**config.mk**
```make
export PLATFORM = sky130hd
export DESIGN_NAME = regfile_pipe
export DESIGN_NICKNAME = d
export VERILOG_FILES = /design/src/hw/regfile_pkg.sv /design/src/hw/issue_if.sv /design/src/hw/instr_decoder.sv /design/src/hw/register_bank.sv /design/src/hw/execute_stage.sv /design/src/hw/regfile_pipe.sv
export SDC_FILE = /design/constraint.sdc
export NUM_CORES = 2
export LEC_CHECK = 0
export ABC_CLOCK_PERIOD_IN_PS = 4900
export BUFFER_PORTS_ARGS = -buffer_cell sky130_fd_sc_hd__buf_2
export CAP_MARGIN = 20
export CORE_UTILIZATION = 60
export DETAILED_ROUTE_END_ITERATION = 7
export GPL_ROUTABILITY_DRIVEN = 0
export PLACE_DENSITY = 0.72
export SLEW_MARGIN = 20
export SYNTH_ARGS = -nofsm -noshare
export SYNTH_HDL_FRONTEND = slang
export SYNTH_SLANG_ARGS = --single-unit
```
**constraint.sdc**
```tcl
create_clock -name i_clock -period 4.9 [get_ports i_clock]
set_clock_uncertainty 0.15 [all_clocks]
set_input_delay 0.49 -clock i_clock [delete_from_list [all_inputs] [get_ports i_clock]]
set_output_delay 0.49 -clock i_clock [all_outputs]
set_load 0.005 [all_outputs]
```
**src/hw/regfile_pkg.sv**
```systemverilog
/*
 * Shared definitions for the register bank pipeline: sizes, MIPS opcode and
 * funct encodings, ALU operations and the two views of an instruction word
 */
package regfile_pkg;

	// Datapath and register file sizes
	localparam int NB_DATA    = 32;
	localparam int NB_REG     = 5;
	localparam int N_REGISTER = 32;

	// Instruction field widths
	localparam int NB_OPCODE = 6;
	localparam int NB_FUNCT  = 6;
	localparam int NB_SHAMT  = 5;
	localparam int NB_IMM    = 16;

	typedef logic [NB_DATA-1:0] word_t;
	typedef logic [NB_REG-1:0]  reg_addr_t;

	// Primary opcodes
	localparam logic [NB_OPCODE-1:0] OPC_RTYPE = 6'h00;
	localparam logic [NB_OPCODE-1:0] OPC_ADDI  = 6'h08;
	localparam logic [NB_OPCODE-1:0] OPC_ANDI  = 6'h0c;
	localparam logic [NB_OPCODE-1:0] OPC_ORI   = 6'h0d;
	localparam logic [NB_OPCODE-1:0] OPC_XORI  = 6'h0e;
	localparam logic [NB_OPCODE-1:0] OPC_LUI   = 6'h0f;

	// R-type funct codes
	localparam logic [NB_FUNCT-1:0] FN_ADD = 6'h20;
	localparam logic [NB_FUNCT-1:0] FN_SUB = 6'h22;
	localparam logic [NB_FUNCT-1:0] FN_AND = 6'h24;
	localparam logic [NB_FUNCT-1:0] FN_OR  = 6'h25;
	localparam logic [NB_FUNCT-1:0] FN_XOR = 6'h26;
	localparam logic [NB_FUNCT-1:0] FN_SLT = 6'h2a;

	// Operations the execute stage knows
	typedef enum logic [2:0] {
		ALU_ADD = 3'd0,
		ALU_SUB = 3'd1,
		ALU_AND = 3'd2,
		ALU_OR  = 3'd3,
		ALU_XOR = 3'd4,
		ALU_SLT = 3'd5,
		ALU_LUI = 3'd6
	} alu_op_t;

	// Register format, three register fields plus funct
	typedef struct packed {
		logic [NB_OPCODE-1:0] opcode;
		reg_addr_t            rs;
		reg_addr_t            rt;
		reg_addr_t            rd;
		logic [NB_SHAMT-1:0]  shamt;
		logic [NB_FUNCT-1:0]  funct;
	} r_fields_t;

	// Immediate format, rt is the destination
	typedef struct packed {
		logic [NB_OPCODE-1:0] opcode;
		reg_addr_t            rs;
		reg_addr_t            rt;
		logic [NB_IMM-1:0]    imm;
	} i_fields_t;

	// Same 32 bits, opcode picks the view
	typedef union packed {
		r_fields_t r;
		i_fields_t i;
	} instr_word_t;

endpackage

```
**src/hw/issue_if.sv**
```systemverilog
/*
 * Decoded instruction handed from the decoder to the register bank
 * and to the execute stage, one cycle wide
 */
`timescale 1ns/1ps

interface issue_if;

	// Instruction present this cycle
	logic                  valid;
	// Operation and operand selection
	regfile_pkg::alu_op_t  alu_op;
	regfile_pkg::reg_addr_t addr_ra;
	regfile_pkg::reg_addr_t addr_rb;
	regfile_pkg::reg_addr_t addr_dest;
	// Extended immediate, replaces operand b when use_imm is set
	regfile_pkg::word_t    immediate;
	logic                  use_imm;

	modport decoder (
		output valid,
		output alu_op,
		output addr_ra,
		output addr_rb,
		output addr_dest,
		output immediate,
		output use_imm
	);

	// Bank only needs the read addresses
	modport bank (
		input valid,
		input addr_ra,
		input addr_rb
	);

	modport execute (
		input valid,
		input alu_op,
		input addr_ra,
		input addr_rb,
		input addr_dest,
		input immediate,
		input use_imm
	);

endinterface

```
**src/hw/instr_decoder.sv**
```systemverilog
/*
 * Instruction decoder: reads the word as R-type or I-type and registers
 * the ALU controls, one decoded instruction per input strobe
 */
`timescale 1ns/1ps

module instr_decoder (
	input  logic                     i_clock,
	input  logic                     i_reset,
	input  logic                     i_valid,
	input  regfile_pkg::instr_word_t i_instruction,
	issue_if.decoder                 o_issue
);

	// Combinational decode results
	logic                   dec_ok;
	regfile_pkg::alu_op_t   dec_op;
	regfile_pkg::reg_addr_t dec_ra;
	regfile_pkg::reg_addr_t dec_rb;
	regfile_pkg::reg_addr_t dec_dest;
	regfile_pkg::word_t     dec_imm;
	logic                   dec_use_imm;

	always_comb
	begin
		// Defaults follow the I-type view
		dec_ok      = 1'b1;
		dec_op      = regfile_pkg::ALU_ADD;
		dec_ra      = i_instruction.i.rs;
		dec_rb      = i_instruction.i.rt;
		dec_dest    = i_instruction.i.rt;
		dec_use_imm = 1'b1;
		// Sign extension unless overridden
		dec_imm     = {{16{i_instruction.i.imm[15]}}, i_instruction.i.imm};

		case (i_instruction.r.opcode)
			regfile_pkg::OPC_RTYPE:
			begin
				// Register view, rd gets the result
				dec_ra      = i_instruction.r.rs;
				dec_rb      = i_instruction.r.rt;
				dec_dest    = i_instruction.r.rd;
				dec_use_imm = 1'b0;
				case (i_instruction.r.funct)
					regfile_pkg::FN_ADD: dec_op = regfile_pkg::ALU_ADD;
					regfile_pkg::FN_SUB: dec_op = regfile_pkg::ALU_SUB;
					regfile_pkg::FN_AND: dec_op = regfile_pkg::ALU_AND;
					regfile_pkg::FN_OR:  dec_op = regfile_pkg::ALU_OR;
					regfile_pkg::FN_XOR: dec_op = regfile_pkg::ALU_XOR;
					regfile_pkg::FN_SLT: dec_op = regfile_pkg::ALU_SLT;
					// Unknown funct is dropped
					default:             dec_ok = 1'b0;
				endcase
			end
			regfile_pkg::OPC_ADDI:
				dec_op = regfile_pkg::ALU_ADD;
			regfile_pkg::OPC_ANDI:
			begin
				dec_op  = regfile_pkg::ALU_AND;
				dec_imm = {16'b0, i_instruction.i.imm};
			end
			regfile_pkg::OPC_ORI:
			begin
				dec_op  = regfile_pkg::ALU_OR;
				dec_imm = {16'b0, i_instruction.i.imm};
			end
			regfile_pkg::OPC_XORI:
			begin
				dec_op  = regfile_pkg::ALU_XOR;
				dec_imm = {16'b0, i_instruction.i.imm};
			end
			regfile_pkg::OPC_LUI:
			begin
				// Immediate lands in the upper half
				dec_op  = regfile_pkg::ALU_LUI;
				dec_imm = {i_instruction.i.imm, 16'b0};
			end
			default:
				dec_ok = 1'b0;
		endcase
	end

	// Issue valid only for a strobed, supported encoding
	always_ff @(posedge i_clock)
	begin
		if (i_reset)
			o_issue.valid <= 1'b0;
		else
			o_issue.valid <= i_valid & dec_ok;
	end

	// Payload fields, qualified by valid
	always_ff @(posedge i_clock)
	begin
		o_issue.alu_op    <= dec_op;
		o_issue.addr_ra   <= dec_ra;
		o_issue.addr_rb   <= dec_rb;
		o_issue.addr_dest <= dec_dest;
		o_issue.immediate <= dec_imm;
		o_issue.use_imm   <= dec_use_imm;
	end

endmodule

```
**src/hw/register_bank.sv**
```systemverilog
/*
 * Register bank with two registered read ports; a write to an address being
 * read is passed straight through. Reset loads every register with its index
 */
`timescale 1ns/1ps

module register_bank (
	input  logic                   i_clock,
	input  logic                   i_reset,
	issue_if.bank                  i_issue,
	input  logic                   i_write,
	input  regfile_pkg::reg_addr_t i_write_addr,
	input  regfile_pkg::word_t     i_write_data,
	output regfile_pkg::word_t     o_data_ra,
	output regfile_pkg::word_t     o_data_rb
);

	regfile_pkg::word_t registers [regfile_pkg::N_REGISTER];

	// Write-through hits on either read port
	logic hit_ra;
	logic hit_rb;

	assign hit_ra = i_write && (i_write_addr == i_issue.addr_ra);
	assign hit_rb = i_write && (i_write_addr == i_issue.addr_rb);

	// Storage array, reset to index values
	always_ff @(posedge i_clock)
	begin
		if (i_reset)
		begin
			for (int idx = 0; idx < regfile_pkg::N_REGISTER; idx++)
				registers[idx] <= regfile_pkg::word_t'(idx);
		end
		else if (i_write)
		begin
			registers[i_write_addr] <= i_write_data;
		end
	end

	// Read port A
	always_ff @(posedge i_clock)
	begin
		if (i_reset)
			o_data_ra <= '0;
		else if (i_issue.valid)
		begin
			// Same-cycle write wins over the stored value
			if (hit_ra)
				o_data_ra <= i_write_data;
			else
				o_data_ra <= registers[i_issue.addr_ra];
		end
	end

	// Read port B, independent of port A
	always_ff @(posedge i_clock)
	begin
		if (i_reset)
			o_data_rb <= '0;
		else if (i_issue.valid)
		begin
			if (hit_rb)
				o_data_rb <= i_write_data;
			else
				o_data_rb <= registers[i_issue.addr_rb];
		end
	end

endmodule

```
**src/hw/execute_stage.sv**
```systemverilog
/*
 * Execute stage: lines the issue controls up with the bank operands,
 * forwards its last result, runs the ALU and registers the writeback
 */
`timescale 1ns/1ps

module execute_stage (
	input  logic                   i_clock,
	input  logic                   i_reset,
	issue_if.execute               i_issue,
	input  regfile_pkg::word_t     i_data_ra,
	input  regfile_pkg::word_t     i_data_rb,
	output logic                   o_write,
	output regfile_pkg::reg_addr_t o_write_addr,
	output regfile_pkg::word_t     o_write_data
);

	// Operand-stage copy of the issue controls
	logic                   op_valid;
	regfile_pkg::alu_op_t   op_alu_op;
	regfile_pkg::reg_addr_t op_addr_ra;
	regfile_pkg::reg_addr_t op_addr_rb;
	regfile_pkg::reg_addr_t op_addr_dest;
	regfile_pkg::word_t     op_immediate;
	logic                   op_use_imm;

	// Forwarding selects
	logic fwd_a;
	logic fwd_b;

	// ALU inputs and output
	regfile_pkg::word_t operand_a;
	regfile_pkg::word_t reg_b;
	regfile_pkg::word_t operand_b;
	regfile_pkg::word_t alu_result;

	// Controls land with the bank's read edge
	always_ff @(posedge i_clock)
	begin
		if (i_reset)
			op_valid <= 1'b0;
		else
			op_valid <= i_issue.valid;
	end

	always_ff @(posedge i_clock)
	begin
		op_alu_op    <= i_issue.alu_op;
		op_addr_ra   <= i_issue.addr_ra;
		op_addr_rb   <= i_issue.addr_rb;
		op_addr_dest <= i_issue.addr_dest;
		op_immediate <= i_issue.immediate;
		op_use_imm   <= i_issue.use_imm;
	end

	// Previous instruction's result is newer than the bank copy
	assign fwd_a = o_write && (o_write_addr == op_addr_ra);
	assign fwd_b = o_write && (o_write_addr == op_addr_rb);

	assign operand_a = fwd_a ? o_write_data : i_data_ra;
	assign reg_b     = fwd_b ? o_write_data : i_data_rb;
	// Immediate forms ignore rt as a source
	assign operand_b = op_use_imm ? op_immediate : reg_b;

	always_comb
	begin
		case (op_alu_op)
			regfile_pkg::ALU_ADD:
				alu_result = operand_a + operand_b;
			regfile_pkg::ALU_SUB:
				alu_result = operand_a - operand_b;
			regfile_pkg::ALU_AND:
				alu_result = operand_a & operand_b;
			regfile_pkg::ALU_OR:
				alu_result = operand_a | operand_b;
			regfile_pkg::ALU_XOR:
				alu_result = operand_a ^ operand_b;
			regfile_pkg::ALU_SLT:
				// Signed compare, result is 0 or 1
				alu_result = ($signed(operand_a) < $signed(operand_b)) ?
					regfile_pkg::word_t'(1) : '0;
			regfile_pkg::ALU_LUI:
				// Immediate already shifted by the decoder
				alu_result = operand_b;
			default:
				alu_result = '0;
		endcase
	end

	// Writeback strobe, one cycle per operand-stage instruction
	always_ff @(posedge i_clock)
	begin
		if (i_reset)
			o_write <= 1'b0;
		else
			o_write <= op_valid;
	end

	// Result payload
	always_ff @(posedge i_clock)
	begin
		o_write_addr <= op_addr_dest;
		o_write_data <= alu_result;
	end

endmodule

```
**src/hw/regfile_pipe.sv**
```systemverilog
/*
 * Top level of the operand and result path: decoder, register bank and
 * execute stage, with the writeback also driven out as the result
 */
`timescale 1ns/1ps

module regfile_pipe (
	input  logic                     i_clock,
	input  logic                     i_reset,
	input  logic                     i_valid,
	input  regfile_pkg::instr_word_t i_instruction,
	output logic                     o_result_valid,
	output regfile_pkg::word_t       o_result,
	output regfile_pkg::reg_addr_t   o_result_addr
);

	// Decoded instruction bus
	issue_if issue ();

	// Bank operands
	regfile_pkg::word_t     data_ra;
	regfile_pkg::word_t     data_rb;

	// Writeback, shared by bank and outputs
	logic                   wb_write;
	regfile_pkg::reg_addr_t wb_addr;
	regfile_pkg::word_t     wb_data;

	instr_decoder instr_decoder_i (
		.i_clock       (i_clock),
		.i_reset       (i_reset),
		.i_valid       (i_valid),
		.i_instruction (i_instruction),
		.o_issue       (issue.decoder)
	);

	register_bank register_bank_i (
		.i_clock      (i_clock),
		.i_reset      (i_reset),
		.i_issue      (issue.bank),
		.i_write      (wb_write),
		.i_write_addr (wb_addr),
		.i_write_data (wb_data),
		.o_data_ra    (data_ra),
		.o_data_rb    (data_rb)
	);

	execute_stage execute_stage_i (
		.i_clock      (i_clock),
		.i_reset      (i_reset),
		.i_issue      (issue.execute),
		.i_data_ra    (data_ra),
		.i_data_rb    (data_rb),
		.o_write      (wb_write),
		.o_write_addr (wb_addr),
		.o_write_data (wb_data)
	);

	// Result port mirrors the writeback
	assign o_result_valid = wb_write;
	assign o_result       = wb_data;
	assign o_result_addr  = wb_addr;

endmodule

```
======== Yosys cells after proc, flatten, opt, wreduce, memory -nomap -nowiden ========
Memory sizes are Yosys's and may differ from the RTL's. A register that Yosys moved wholly into a read port is not among the register bits.
Cells that the tools add are included.
Widths: inputs -> output; s select.
word-level totals
  logic and storage cells ................. 72
  output and inout port bits .............. 38
  memories kept ........................... 1
  bits in writable memories ............... 1024
  input port bits ......................... 35
  bits in registers ....................... 142
memories
  memory                     words  width  rd ports  clocked after Yosys merged registers in  wr ports  line                 source
  register_bank_i.registers  32     32     2         2                                        32        register_bank.sv:18  regfile_pkg::word_t registers [regfile_pkg::N_REGISTER];
cells by class
  bitwise logic cells ..................... 4
  eq/ne operators ......................... 19
  reductions and logical operators ........ 8
  mux-type cells .......................... 20
  $add $sub $neg .......................... 2
  order comparisons ....................... 1
operator list
  operator            count
  $pmux 32 s7         1
  $mux 32             4
  $pmux 32 s2         1
  $eq 6x6->1 const B  6
  $add 32x32->32      1
  $and 32x32->32      1
  $lt 32x32->1        1
  $or 32x32->32       1
  $reduce_or 32->1    1
  $sub 32x32->32      1
  $xor 32x32->32      1
  $eq 6x4->1 const B  5
  $pmux 3 s5          2
  $eq 5x5->1          2
  $mux 5              2
  $eq 3x3->1 const B  3
  $mux 1              9
  $eq 3x2->1 const B  2
  $logic_not 6->1     1
  $reduce_or 6->1     1
  $reduce_or 5->1     1
  $eq 3x1->1 const B  1
  $logic_not 3->1     1
  $reduce_or 3->1     1
  3 further kinds     4

======== Depth between registers and ports, before layout ========
  word-level depth ........................ 7
  gate-level depth with buffers ........... 21
  depth with buffers taken out ............ 16

======== Cells and area by module ========
From an unflattened synthesis, not the netlist that was laid out.
unflattened totals
  cell total of the unflattened synthesis .. 5114
  area total of the unflattened synthesis .. 67534.8 µm²
by module, submodules not included
  module         instances  area an instance (µm²)  cells each  sequential area each (µm²)
  register_bank  1          57248.7                 3867        32030.7
  execute_stage  1          8739.6                  1128        1801.7
  instr_decoder  1          1546.5                  119         1041.0

======== Worst setup path before layout ========
Ideal clock, no wire load.
  kind .................................... register -> register
  start point ............................. register execute_stage_i.o_write_addr[1]
  end point ............................... register execute_stage_i.o_write_data[12]
  arrival time ............................ 4231 ps
  clock period less this slack ............ 4451 ps
  setup time .............................. 70 ps
  buffers on the path ..................... 3
  slack ................................... 449 ps
  stages on the path, launching flop included .. 20
  required time ........................... 4680 ps
  path through ............................ dfxtp_1 buf_4 xor2_1 nor4_1 and3_1 clkbuf_1 buf_1 mux2_2 inv_1 ha_1 inv_1 fa_1 nor2b_1 o21ai_1 a21oi_1 a211o_1 a221o_1 a2111oi_0 a311oi_1 a21oi_1
on the way
  cells in the longest elaborated chain, start to end .. 6
  elaborated cells on any way between the ends .. 13
  classes of those cells .................. 2 x add/sub; 2 x eq/ne; 4 x mux; 3 x bitwise; 2 x reduce/logical
ends and longest elaborated chain
  item                                    line                  source
  start, declared                         execute_stage.sv:14   output regfile_pkg::reg_addr_t o_write_addr,
  start signal, assigned                  execute_stage.sv:102  o_write_addr <= op_addr_dest;
  $eq 5x5->1                              execute_stage.sv:58   assign fwd_b = o_write && (o_write_addr == op_addr_rb);
  $logic_and 1x1->1                       execute_stage.sv:58
  $mux 32                                 execute_stage.sv:61   assign reg_b = fwd_b ? o_write_data : i_data_rb;
  $mux 32                                 execute_stage.sv:63   assign operand_b = op_use_imm ? op_immediate : reg_b;
  $sub 32x32->32 (tied with other cells)  execute_stage.sv:71   alu_result = operand_a - operand_b;
  $pmux 32 s7 (*)                         execute_stage.sv:67   case (op_alu_op)
  via execute_stage_i.alu_result[12]      execute_stage.sv:35   regfile_pkg::word_t alu_result;
  end signal, assigned                    execute_stage.sv:103  o_write_data <= alu_result;
  end, declared                           execute_stage.sv:15   output regfile_pkg::word_t o_write_data
Mark *: on every way through the listed nets, which the timed path passes. The rest lies on a longest branch.
A chain may end at the register's enable or synchronous reset.

======== Final worst setup path ========
  start point ............................. register execute_stage_i.o_write_addr[3]
  end point ............................... register execute_stage_i.o_write_data[12]
The elaborated chain is that of the path after synthesis.

==> impl_metrics.toml <==
[setup_path]
crit_path_start_kind = "register"
crit_path_start = "execute_stage_i.o_write_addr[3]$_DFF_P_"
crit_chain = "xor2_1 > nor4_4 > and3_2 > buf_12 > mux2i_1 > o21ai_2 > inv_1 > fa_1 > nor2b_1 > o21ai_1 > a21oi_1 > a211o_1 > a221o_1 > a2111oi_0 > a311oi_1 > a21oi_1"
required_ps = 5440
cpMostUsedCell = "a21oi_1"
criticalPathCategory = "register to register"
crit_buf_inv = 2
slowest_stage = "fa_1"
max_stage_delay_ps = 440
cp.arrival_ps = 5220
crit_path_max_fanout = 23
regToRegSetupSlack_ps = 220
rr_worst_depth = 16
timing.rr.end = "execute_stage_i.o_write_data[12]$_DFF_P_"
timing.rr.start = "execute_stage_i.o_write_addr[3]$_DFF_P_"
crit_path_end_kind = "register"
cpLargestDelayFamily = "compound AO/OA/AOI/OAI gates"

[floorplan]
die_w_um = 337.4
io_pins = 73
fp.dieH_um = 337.4
start_util_pct = 60.74
num_rows = 122
core_area_um2 = 111100
die_area_um2 = 113800

[synth]
yosys.area.top_type = "edfxtp_1"
syn-cell-area_um2 = 67500
yosys.area_share.simple_pct = 13.52
postSynthAreaPerCell_um2 = 13.91
synth_edf_count = 1024
synth_top_family_by_area = "multiplexers"
ys_ff_latch = 1230
syn_inst = 4852
synthXorXnorAreaFrac_pct = 0.4930
synthAdderAreaFrac_pct = 1.968
synth_area_leaders = "edfxtp_1 (46%), mux4_2 (21%), and2_1 (8.8%)"
synthMuxAreaShare_pct = 23.94
synthesis.nets = 4992
synth_cell_types = 91
synth_flop_cell = "edfxtp_1"
yosys_warnings = 0
synthArstFlopShare_pct = 0
ys_seq_area_share_pct = 51.66
synth_compound_area_share_pct = 4.956
synth_top_area_share_pct = 45.55

[min_path]
whs_path_depth = 4
hp-class = "primary input to register"
min_from = "i_instruction[30]"
min_to = "instr_decoder_i.o_issue.alu_op[2]$_DFF_P_"

[routing]
drt-met1-wl_mm = 75.20
wl_met3_mm = 25.34
drc = 0
ant_nets = 0
drt_iter0_markers = 6523
drt-pass1-iter-count = 6
avgViaCountPerCell = 7.011
wl_per_cell_um = 33.18
dr_wl_met2_mm = 98.84
vias = 45090
highest_layer = "met5"
drt_wl_total_mm = 213.4

[clock_tree]
cts_tree = "done"
cts_buffer_depth = 3
h-tree-depth = 4
root_buffer = "clkbuf_16"
path_clk_slew_ps = 60
worstSkewPairLatency_ps = 760
cts_buffers = 132
cts_sinks = 1230

[grt]
grt_overflow = 0
grt_max_degree = 68
grt_usage_pct = 38.00
grt_pass1_vias = 44160
antenna_found_initial = 9
grt_first_pass_wirelength_mm = 305.9

[layout]
layout.nets = 4977
syn2layout_area_growth_pct = 10.53
regArea_um2 = 34910
drive_gt1_share_pct = 26.06
fillers = 7813
design_area_um2 = 74610
multi_input_area_um2 = 30580

[placed_design]
placedInstanceArea_um2 = 70130
io_buffers = 72
hpwl_mm = 130.4
post-place-ws_ps = 142.6

[timing]
setup_violations = 0
fmaxAchievable_mhz = 213.6
worst_slack_ps = 218.7
setup_tns_ps = 0
finalCritPeriodShare_pct = 95.54
finalHoldViolations = 0
worst_pin_slew_ps = 1133
min_period_ps = 4681
slew_headroom_pct = 24.22
rsz0062_at_grt = "false"
finalMaxSlewViolations = 0

[power]
p_per_area_nw_per_um2 = 326.6
p_leak_nw = 26.93
irDropWorstVdd_uv = 326.4

[status]
status = "finished, final reports clean"

[run]
drv_cap = 0
worst min-delay path: stages:
cell	delay, ps
buf_2	80
nor2_1	50
nand3_1	180
o21ai_0	110
metrics by stage:
| step | instances | util, % | hold WS (ps) | total power [mW] |
|---|---|---|---|---|
| 6_report | 6431 | 67.14 | 59.62 | 24.37 |
| 5_1_grt | 6424 | 67.12 | 73.40 | 24.91 |
| 4_1_cts | 6422 | 67.05 | 24.92 | 24.33 |
| 3_5_place_dp | 6157 | 63.10 | 162.1 | 14.83 |
| 3_3_place_gp | 6157 | 63.10 | 160.7 | 14.79 |
| 2_1_floorplan | 4852 | - | 159.6 | 13.73 |
power breakdown:
group          switching [mW]  internal [mW]  total, mW
clock network            4.16           5.50       9.66
registers               0.257           11.6       11.9
logic                    1.67           1.14       2.81
placed cells by master (no fill, tap or decap), types with 28 or more instances in the layout:
cell type,count
nand2b_1,82
or2_2,33
a21o_1,41
buf_12,34
inv_1,97
o22ai_1,75
and2_1,948
buf_2,71
clkbuf_1,33
clkbuf_16,137
mux4_2,640
nand2_1,115
nor2b_1,28
mux2i_1,117
o21ai_0,86
nor2_1,124
mux2_2,48
dfxtp_1,191
buf_4,192
a21oi_1,138
edfxtp_1,1024
ha_1,99
dlygate4sd3_1,33
or3_1,87
logic make-up (layout without fill, tap and decap cells):
family                     count (synthesis)  count (layout)
xor gates and xnor gates                  38              38
other                                      0               8
and+or+nand+nor                         1562            1562
buffers and inverters                    581             664
muxes                                    807             807
DFF                                     1230            1230
adders and majority gates                105             105
AOI/OAI and AO/OA                        529             529
routing by layer:
layer | vias to the layer above | track usage, %
li1 | 18380 | -
met1 | 22720 | 50.33
met2 | 3311 | 58.49
met3 | 677 | 7.979
met4 | 4 | 22.37
met5 | - | 0
flip-flops by register name (all words and copies together) (netlist names):
signal / count
execute_stage_i.op_addr_rb: 5
instr_decoder_i.o_issue.alu_op: 3
execute_stage_i.o_write: 1
register_bank_i.o_data_ra: 32
execute_stage_i.o_write_addr: 5
instr_decoder_i.o_issue.use_imm: 1
execute_stage_i.op_addr_ra: 5
execute_stage_i.op_immediate: 32
instr_decoder_i.o_issue.addr_rb: 5
register_bank_i.registers: 1024
register_bank_i.o_data_rb: 32
instr_decoder_i.o_issue.immediate: 32
instr_decoder_i.o_issue.addr_dest: 5
instr_decoder_i.o_issue.addr_ra: 5
execute_stage_i.op_valid: 1
instr_decoder_i.o_issue.valid: 1
execute_stage_i.op_alu_op: 3
execute_stage_i.op_use_imm: 1
execute_stage_i.o_write_data: 32
execute_stage_i.op_addr_dest: 5
cell usage after synthesis, drive strengths merged, types with 5 or more instances:
| cell | count |
|---|---|
| edfxtp | 1024 |
| and2 | 948 |
| mux4 | 640 |
| clkbuf | 361 |
| dfxtp | 206 |
| nor2 | 156 |
| a21oi | 144 |
| buf | 118 |
| mux2i | 118 |
| o21ai | 116 |
| nand2 | 115 |
| ha | 103 |
| inv | 100 |
| or3 | 88 |
| nand2b | 83 |
| o22ai | 75 |
| mux2 | 49 |
| a21o | 41 |
| or2 | 34 |
| nor2b | 28 |
| a31oi | 23 |
| nor3 | 22 |
| nand3 | 21 |
| xnor2 | 21 |
| xor2 | 17 |
| nor4 | 15 |
| o211ai | 14 |
| nand4 | 13 |
| a211oi | 12 |
| and3 | 12 |
| o31ai | 11 |
| o221ai | 10 |
| a221oi | 7 |
| a22oi | 7 |
| o21a | 7 |
| o31a | 7 |
| a211o | 6 |
| o21bai | 6 |
| nand3b | 5 |
how the worst max path moves through the flow:
| stage | to | depth (start not counted) |
|---|---|---|
| 4_1_cts | execute_stage_i.o_write_data[28]$_DFF_P_ | 17 |
| 5_1_grt | execute_stage_i.o_write_data[12]$_DFF_P_ | 16 |
| 6_report | execute_stage_i.o_write_data[12]$_DFF_P_ | 16 |
| 3_5_place_dp | execute_stage_i.o_write_data[28]$_DFF_P_ | 17 |
| 3_3_place_gp | execute_stage_i.o_write_data[22]$_DFF_P_ | 16 |
| 2_1_floorplan | execute_stage_i.o_write_data[12]$_DFF_P_ | 19 |
area by class of cell:
class | instances | area share (%)
Antenna cell | 8 | 0.02683
Timing Repair Buffer | 330 | 3.763
Tap cell | 1488 | 2.495
Sequential cell | 1230 | 46.79
Clock buffer | 172 | 4.798
Clock inverter | 60 | 0.6289
Multi-Input combinational cell | 3041 | 40.98
Inverter | 102 | 0.5132
what timing repair did:
item                                   4_1_cts  5_1_grt
hold buffers                                33        0
setup endpoints to repair                    0       15
resized for setup                            0       17
endpoints found under the hold margin       51        0
buffers inserted                             0        1
(Power assumes the default switching activity.)
